==> src/verilog/lsu_pkg.sv <==
package lsu_pkg;

    // Integer data path width, also used for addresses
    localparam int xlen = 64;

    // Architectural register index width
    localparam int reg_addr_w = 5;

    // Width of the signed immediate offset of a load or store
    localparam int offset_w = 12;

    // The data memory holds this many doublewords
    localparam int ram_depth = 512;
    localparam int ram_idx_w = $clog2(ram_depth);

    // Byte position inside one doubleword
    localparam int byte_off_w = 3;

    // Access width code as carried on the issue side
    typedef enum logic [1:0] {
        mw_byte   = 2'd0,
        mw_half   = 2'd1,
        mw_word   = 2'd2,
        mw_double = 2'd3
    } mem_width_e;

    // Response FIFO payload holds read data, byte offset, unsigned flag, width, dst and pc
    localparam int fifo_w = xlen + byte_off_w + 1 + $bits(mem_width_e) + reg_addr_w + xlen;

endpackage

==> src/verilog/fifo_1d_fwft.sv <==
module fifo_1d_fwft #(
    parameter int width = 64
) (
    input  logic             clk,
    input  logic             rst_n,
    input  logic [width-1:0] a_data,
    input  logic             a_valid,
    output logic             a_ready,
    output logic [width-1:0] b_data,
    output logic             b_valid,
    input  logic             b_ready
);

    // Single storage slot and its occupancy flag
    logic [width-1:0] entry;
    logic             full;

    // Room exists when the slot is empty or is being read out on this edge
    assign a_ready = !full || b_ready;

    // The held entry is visible on the output side as soon as it is written
    assign b_valid = full;
    assign b_data  = entry;

    // Occupancy tracking
    always_ff @(posedge clk) begin
        if (!rst_n) begin
            full <= 1'b0;
        end else begin
            if (a_valid && a_ready) begin
                // A write wins over a drain in the same cycle
                full <= 1'b1;
            end else if (b_ready) begin
                full <= 1'b0;
            end
        end
    end

    // Payload capture
    always_ff @(posedge clk) begin
        if (a_valid && a_ready) begin
            entry <= a_data;
        end
    end

endmodule

==> src/verilog/load_align.sv <==
module load_align (
    input  logic [lsu_pkg::xlen-1:0]       rdata,
    input  logic [lsu_pkg::byte_off_w-1:0] byte_offset,
    input  lsu_pkg::mem_width_e            mem_width,
    input  logic                           mem_unsigned,
    output logic [lsu_pkg::xlen-1:0]       result
);

    import lsu_pkg::*;

    // Lanes of the returned doubleword picked by the low address bits
    logic [7:0]  byte_lane;
    logic [15:0] half_lane;
    logic [31:0] word_lane;

    // Bit position of each lane inside the doubleword
    logic [5:0] byte_pos;
    logic [5:0] half_pos;
    logic [5:0] word_pos;

    // A byte lane starts at offset times 8, a halfword at bits 2..1 times 16
    assign byte_pos = {byte_offset, 3'b000};
    assign half_pos = {byte_offset[2:1], 4'b0000};
    assign word_pos = {byte_offset[2], 5'b00000};

    assign byte_lane = rdata[byte_pos +: 8];
    assign half_lane = rdata[half_pos +: 16];
    assign word_lane = rdata[word_pos +: 32];

    // Extend the selected lane to the full register width
    always_comb begin
        case (mem_width)
            mw_byte: begin
                // Zero fill for unsigned loads, copy of the lane's top bit otherwise
                result = {{(xlen - 8){byte_lane[7] & !mem_unsigned}}, byte_lane};
            end
            mw_half: begin
                result = {{(xlen - 16){half_lane[15] & !mem_unsigned}}, half_lane};
            end
            mw_word: begin
                result = {{(xlen - 32){word_lane[31] & !mem_unsigned}}, word_lane};
            end
            default: begin
                // A doubleword fills the register, nothing to extend
                result = rdata;
            end
        endcase
    end

endmodule

==> src/verilog/lsp.sv <==
module lsp (
    input  logic                           clk,
    input  logic                           rst_n,
    output logic [lsu_pkg::xlen-1:0]       dm_req_addr,
    output logic [lsu_pkg::xlen-1:0]       dm_req_wdata,
    output logic                           dm_req_wen,
    output logic                           dm_req_valid,
    input  logic [lsu_pkg::xlen-1:0]       dm_resp_rdata,
    input  logic                           dm_resp_valid,
    input  logic [lsu_pkg::xlen-1:0]       ix_lsp_pc,
    input  logic [lsu_pkg::reg_addr_w-1:0] ix_lsp_dst,
    input  logic                           ix_lsp_wb_en,
    input  logic [lsu_pkg::xlen-1:0]       ix_lsp_base,
    input  logic [lsu_pkg::offset_w-1:0]   ix_lsp_offset,
    input  logic [lsu_pkg::xlen-1:0]       ix_lsp_source,
    input  logic                           ix_lsp_mem_unsigned,
    input  lsu_pkg::mem_width_e            ix_lsp_mem_width,
    input  logic                           ix_lsp_valid,
    output logic                           ix_lsp_ready,
    output logic [lsu_pkg::xlen-1:0]       lsp_ix_result,
    output logic [lsu_pkg::reg_addr_w-1:0] lsp_ix_dst,
    output logic [lsu_pkg::xlen-1:0]       lsp_ix_pc,
    output logic                           lsp_ix_valid,
    input  logic                           lsp_ix_ready
);

    import lsu_pkg::*;

    // Effective address and issue handshake
    logic [xlen-1:0] agu_addr;
    logic            accept;
    logic            outstanding;

    // Load metadata kept from issue until the memory answers
    logic                  ag_load;
    logic [byte_off_w-1:0] ag_byte_offset;
    logic                  ag_unsigned;
    mem_width_e            ag_width;
    logic [reg_addr_w-1:0] ag_dst;
    logic [xlen-1:0]       ag_pc;

    // Response buffer
    logic              fifo_push;
    logic              fifo_a_ready;
    logic [fifo_w-1:0] fifo_in;
    logic [fifo_w-1:0] fifo_out;

    // Buffered response fields on the writeback side
    logic [xlen-1:0]       wb_rdata;
    logic [byte_off_w-1:0] wb_byte_offset;
    logic                  wb_unsigned;
    logic [1:0]            wb_width;

    // Base plus the sign extended immediate
    assign agu_addr = ix_lsp_base
                    + {{(xlen - offset_w){ix_lsp_offset[offset_w-1]}}, ix_lsp_offset};

    // Only a load response goes to writeback
    assign fifo_push = dm_resp_valid && ag_load;

    // Issue waits while a request has no answer yet, and while the buffer is full and held.
    // It also waits in the cycle a load result enters the buffer, since the slot would
    // otherwise be taken when the next answer arrives under writeback stall
    assign ix_lsp_ready = !(outstanding && !dm_resp_valid) && !fifo_push && fifo_a_ready;
    assign accept       = ix_lsp_valid && ix_lsp_ready;

    // Request strobe and the single outstanding flag
    always_ff @(posedge clk) begin
        if (!rst_n) begin
            dm_req_valid <= 1'b0;
            outstanding  <= 1'b0;
        end else begin
            // One strobe per accepted access
            dm_req_valid <= accept;
            if (accept) begin
                outstanding <= 1'b1;
            end else if (dm_resp_valid) begin
                outstanding <= 1'b0;
            end
        end
    end

    // Address generation registers, loaded on every accepted access
    always_ff @(posedge clk) begin
        if (accept) begin
            dm_req_addr    <= agu_addr;
            dm_req_wdata   <= ix_lsp_source;
            // A store is any access without writeback
            dm_req_wen     <= !ix_lsp_wb_en;
            ag_load        <= ix_lsp_wb_en;
            ag_byte_offset <= agu_addr[byte_off_w-1:0];
            ag_unsigned    <= ix_lsp_mem_unsigned;
            ag_width       <= ix_lsp_mem_width;
            ag_dst         <= ix_lsp_dst;
            ag_pc          <= ix_lsp_pc;
        end
    end

    // Read data and its metadata travel together, so memory latency does not matter
    assign fifo_in = {dm_resp_rdata, ag_byte_offset, ag_unsigned, ag_width, ag_dst, ag_pc};

    fifo_1d_fwft #(
        .width(fifo_w)
    ) u_resp_fifo (
        .clk    (clk),
        .rst_n  (rst_n),
        .a_data (fifo_in),
        .a_valid(fifo_push),
        .a_ready(fifo_a_ready),
        .b_data (fifo_out),
        .b_valid(lsp_ix_valid),
        .b_ready(lsp_ix_ready)
    );

    // Split the buffer head back into fields, in the same order as packed
    assign {wb_rdata, wb_byte_offset, wb_unsigned, wb_width, lsp_ix_dst, lsp_ix_pc} = fifo_out;

    // Lane select and extension of the buffered doubleword
    load_align u_load_align (
        .rdata       (wb_rdata),
        .byte_offset (wb_byte_offset),
        .mem_width   (mem_width_e'(wb_width)),
        .mem_unsigned(wb_unsigned),
        .result      (lsp_ix_result)
    );

endmodule

==> config.mk <==
export PLATFORM = sky130hd
export DESIGN_NAME = lsp
export DESIGN_NICKNAME = d
export VERILOG_FILES = /design/src/verilog/lsu_pkg.sv /design/src/verilog/fifo_1d_fwft.sv /design/src/verilog/load_align.sv /design/src/verilog/lsp.sv
export SDC_FILE = /design/constraint.sdc
export NUM_CORES = 1
export LEC_CHECK = 0
export BUFFER_PORTS_ARGS = -buffer_cell sky130_fd_sc_hd__buf_2
export CORE_AREA = 2 2 215 217
export CTS_CLUSTER_DIAMETER = 30
export CTS_CLUSTER_SIZE = 14
export DETAILED_ROUTE_END_ITERATION = 10
export DIE_AREA = 0 0 217 219
export GPL_TIMING_DRIVEN = 0
export PLACE_DENSITY = 0.61
export REMOVE_ABC_BUFFERS = 1
export SETUP_SLACK_MARGIN = 0.5
export SLEW_MARGIN = 20
export SYNTH_ARGS = -nofsm -noshare
export SYNTH_HDL_FRONTEND = slang
export SYNTH_SLANG_ARGS = --single-unit
==> constraint.sdc <==
create_clock -name clk -period 24.4 [get_ports clk]
set_clock_uncertainty 0.05 [all_clocks]
set_input_delay 1.22 -clock clk [delete_from_list [all_inputs] [get_ports clk]]
set_output_delay 1.22 -clock clk [all_outputs]
set_load 0.05 [all_outputs]
---- Yosys cells after proc, flatten, opt, wreduce, memory -nomap -nowiden ----
Cells that the tools add are included.
cells by class
  add/sub/neg operators ................... 1
  eq/ne operators ......................... 2
  shift operators ......................... 3
  muxes and demuxes ....................... 5
  bitwise gates (word level) .............. 3
  reductions and logical operators ........ 16
operators with widths
  kind                count
  $pmux 64 s3         1
  $add 64x64->64      1
  $shiftx 64x7->16    1
  $shiftx 64x7->32    1
  $shiftx 64x7->8     1
  $logic_and 1x1->1   6
  $logic_not 1->1     6
  $mux 1              4
  $reduce_bool 2->1   2
  $and 1x1->1         3
  $eq 2x1->1 const B  1
  $eq 2x2->1 const B  1
  $logic_not 2->1     1
  $logic_or 1x1->1    1
word-level totals
  bits in registers ....................... 347
  input bits .............................. 282
  output and inout bits ................... 265
  logic and storage cells ................. 43

---- Longest topological paths before layout ----
  word-level depth ........................ 7
  depth in mapped cells ................... 11

---- Modules after synthesis ----
From an unflattened synthesis, not the netlist that was laid out.
second synthesis, totals
  cell total of the unflattened synthesis .. 1161
  area total of the unflattened synthesis .. 15821.4 µm²
by module, submodules not included
  module        times used  cells an instance  area an instance (µm²)
  lsp           1           735                9634.2
  fifo_1d_fwft  1           144                4231.6
  load_align    1           282                1955.6

---- Worst setup path after synthesis ----
OpenSTA, ideal clock, no wires.
  path kind ............................... input to register
  from .................................... input port dm_resp_valid
  to ...................................... register u_resp_fifo.entry[0], in the netlist u_resp_fifo.b_data[0] (enable)
  library setup time ...................... 0.684 ns
  arrival ................................. 7.979 ns
  required time ........................... 23.666 ns
  path slack .............................. 15.688 ns
  cell stages on the path ................. 2
  path buffers ............................ 0
  cell sequence ........................... nand2_1 a21oi_1
between the ends
  word-level cells in the longest chain between the ends .. 2
RTL lines
  item                    line                RTL
  start: declaration      lsp.sv:9            input logic dm_resp_valid,
  $logic_and 1x1->1       lsp.sv:59           assign fifo_push = dm_resp_valid && ag_load;
  $logic_and 1x1->1       fifo_1d_fwft.sv:41  if (a_valid && a_ready) begin
  end signal: assignment  fifo_1d_fwft.sv:42  entry <= a_data;
  end: declaration        fifo_1d_fwft.sv:15  logic [width-1:0] entry;
No other way between the ends.
A chain may end at the register's enable or synchronous reset.

---- Worst setup path in the final report ----
  from .................................... register u_resp_fifo.entry[74], in the netlist u_resp_fifo.b_data[74]
  to ...................................... output port lsp_ix_result[17] (netlist name)
between the ends
  word-level cells in the longest chain between the ends .. 3
  elaborated cells on any way between the ends .. 6
  classes of those cells .................. 3 x shift; 1 x mux; 2 x bitwise
RTL lines
  item                                                 line                                RTL
  $shiftx 64x7->16 or $shiftx 64x7->8 (tied branches)  load_align.sv:27, load_align.sv:26
  $and 1x1->1 (on tied branches)                       load_align.sv:38, load_align.sv:35
  $pmux 64 s3 *                                        load_align.sv:32                    case (mem_width)
  end: declaration                                     lsp.sv:20                           output logic [lsu_pkg::xlen-1:0] lsp_ix_result,
Mark *: on every way between the ends. The rest lies on a longest branch, timed or not.

==> flow_summary.ini <==
[run_status]
status = complete, no violations

[clock_network]
cts_buffer_depth = 3
postCtsSetupRepairBufs = 0
insertion_delay_ps = 590
clk_pin_slew_worst_paths_ps = 50
cts_root_buf = clkbuf_16
cts_hold_buf = 0
post_cts_resized = 0
htreeDepth = 3
cts_buffers = 81
cts_sinks = 344
cts_tree = yes

[global_route]
grt_max_degree = 91
grt_pass1_wl_mm = 71.5
grt_pass1_vias = 12400
groute.usage.overall_pct = 19.8
grt_overflow = 0
grt_antenna_before_repair = 9

[synth]
synth_top_family_by_area = compound AO/OA/AOI/OAI gates
ys_seq_elements = 344
synth_commonest_cells = 341 x edfxtp_1, 123 x a21oi_1, 105 x nand2_1
synth.distinct_cells = 77
synth_area_leaders = edfxtp_1 62%, ha_1 4.8%, a21oi_1 3.7%
synth_compound_area_share_pct = 14.5
synth_area_per_cell_sq_um = 12.8
synth-edff-count = 341
synthFlopType = edfxtp_1
ys_warn_count = 0
synth_top_cell_by_area = edfxtp_1
synthArstFlopShare_pct = 0
seq_area_frac_synth_pct = 62.5
syn_area_sq_um = 16500
synth_top_area_share_pct = 62.1
syn_inst = 1283
synth-xor-area-share_pct = 3.03
synthMuxAreaShare_pct = 2.29
yosys.area_share.simple_pct = 7.74
synthAdderAreaFrac_pct = 4.90
synth.most_common_cell = edfxtp_1

[pwr]
pwr-share-comb_pct = 16.5
power.internal_mw = 1.56
p_leak_nw = 9.56
share_seq_of_total_power_pct = 33.3
p_per_area_nw_per_um2 = 96.4
power_mw = 2.15
p_sw_share_pct = 27.8
p_sw_mw = 0.599
vdd_ir_drop_max_mv = 0.0775
clock_power_share_pct = 50.2

[sta]
period_minus_slack_ps = 5350
drv_slew = 0
setup_tns_ps = 0
fin_crit_sh_pct = 21.9
setup-violations-final = 0
rsz0062_at_grt = false
max_freq_ghz = 0.187
tightestPinTransition_ps = 1070
whs_ps = 353
hold_viol_final = 0
relSlewSlack_pct = 28.6

[setup_path]
path_class = reg -> out
slowest_delay_ps = 860
r2r-end = dm_req_addr[51]
crit_fanout = 17
arrival_ps = 4080
crit_path_cell_trace = mux2i_1 > nand2_1 > o21ai_0 > a2111oi_1 > a21oi_1 > o21ai_2 > buf_8 > o21ai_0 > a21oi_1 > buf_2
rr_worst_depth = 6
crit-reg2reg-launch = ag_load
start_kind = register
path_buf_inv = 2
slowest_stage = edfxtp_1
r2r_setup_slack_ps = 22100
crit_path_end_kind = primary output
cp.required_ps = 23130
crit_family = compound AO/OA/AOI/OAI gates

[routing]
via_count = 12600
finalWirelength_mm = 49.2
drt_iter0_drc = 900
drc = 0
wl_per_cell_microns = 19.9
ant_nets = 0
first_pass_iters = 5
viasPerCell = 5.09

[final_layout]
nFillCells = 4044
area_growth_pct = 35.6
final_layout_size_suffix_gt1_share_pct = 38.7
finalInstanceArea_sq_um = 22400
finalNetCount = 2152

[place]
placed_area_sq_um = 19600
port_buffers = 546
hpwl_mm = 37.1
globalplace.congestion = 0.892

[floorplanning]
start_util_pct = 36.6
fp.dieH_microns = 219
die_w_microns = 217
core_sq_um = 45100
std_cell_rows = 78
fp.dieArea_sq_um = 47500
boundaryPins = 547

[min_path]
holdPathEnd = u_resp_fifo.b_data[62]
min_from = ag_pc[62]
whs_path_depth = 0
hold_path_class = reg -> reg

[job]
max_cap_violations = 0
[worst register-to-register path, cell delays in order (launching register included)]
cell and delay [ps]:
edfxtp_1 350, nand2_1 120, o21ai_0 140, nor2b_1 210
nand2_1 190, inv_8 360, buf_16 430
[state kept, by name, indices dropped and copies added (netlist names)]
name	flops
u_resp_fifo.b_data	139
ag_pc	64
dm_req_addr	64
dm_req_wdata	64
ag_dst	5
ag_width	2
ag_load	1
ag_unsigned	1
dm_req_valid	1
dm_req_wen	1
outstanding	1
u_resp_fifo.b_valid	1
[final cells by class]
cell class	count	area [sq um]	share of cell area, %
Sequential cell	344	10300	46.1
Multi-Input combinational cell	793	5380	24.0
Timing Repair Buffer	560	3060	13.7
Clock buffer	95	2130	9.53
Tap cell	600	751	3.36
Clock inverter	52	627	2.80
Inverter	26	105	0.470
Antenna cell	4	10.0	0.0448
[how the worst max path moves through the flow]
stage                      startpoint                endpoint  cells after the start
2_1_floorplan           dm_resp_valid   u_resp_fifo.b_data[0]                      2
3_3_place_gp            dm_resp_valid  u_resp_fifo.b_data[50]                      3
3_5_place_dp        ix_lsp_offset[11]         dm_req_addr[57]                     10
4_1_cts        u_resp_fifo.b_data[70]       lsp_ix_result[33]                      5
5_1_grt        u_resp_fifo.b_data[70]       lsp_ix_result[33]                      5
6_report       u_resp_fifo.b_data[74]       lsp_ix_result[17]                     10
[power by group through the flow]
stage	Clock, mW	Combinational (mW)	Sequential, mW
final	1.08	0.355	0.718
after global routing	1.13	0.379	0.722
after CTS	1.10	0.356	0.719
after detailed placement	0	0.353	0.728
after global placement	0	0.343	0.739
after floorplan	0	0.160	0.819
[layout by cell type, fill, tap and decap left out, types with 13 or more instances in the layout]
cell       netlist  routed
nand4_1         17      17
xnor2_1         37      37
o21ai_0         57      57
xor2_1          20      20
nand3_1         16      16
inv_1           25      24
a21o_1          66      66
and3_1          15      15
clkinv_2         0      13
o22a_1          14      14
edfxtp_1       341     341
ha_1            63      63
mux2i_1         22      22
buf_2           15     546
nand2_1        105     105
clkbuf_16        0      83
nor2_1          69      68
a21oi_1        123     122
[per-stage QoR]
| step | setup slack (ps) | instances | util, % |
|---|---|---|---|
| CTS | 19030 | 2470 | 49.6 |
| global route | 18790 | 2473 | 49.6 |
| floorplan | 15690 | 1163 | - |
| finish | 19050 | 2474 | 49.6 |
| detailed placement | 19440 | 2323 | 43.5 |
| global placement | 12090 | 2309 | 42.7 |
[routing by layer]
| metal | track usage (%) | routed length, microns | vias to the layer above |
|---|---|---|---|
| met5 | 0 | 77 | - |
| met4 | 7.24 | 1360 | 12 |
| met3 | 6.83 | 3830 | 110 |
| met2 | 32.3 | 24000 | 522 |
| met1 | 24.3 | 19900 | 6037 |
| li1 | - | - | 5907 |
[cells by family (layout without fill, tap and decap cells)]
kind of cell	count (synthesis)	count (layout)
muxes	35	35
AOI/OAI and AO/OA	365	365
DFF	344	344
xor gates and xnor gates	57	57
other	0	4
adders and majority gates	64	64
buffers and inverters	146	733
and+or+nand+nor	272	272
Note: power is estimated with default switching activity, not from simulation.
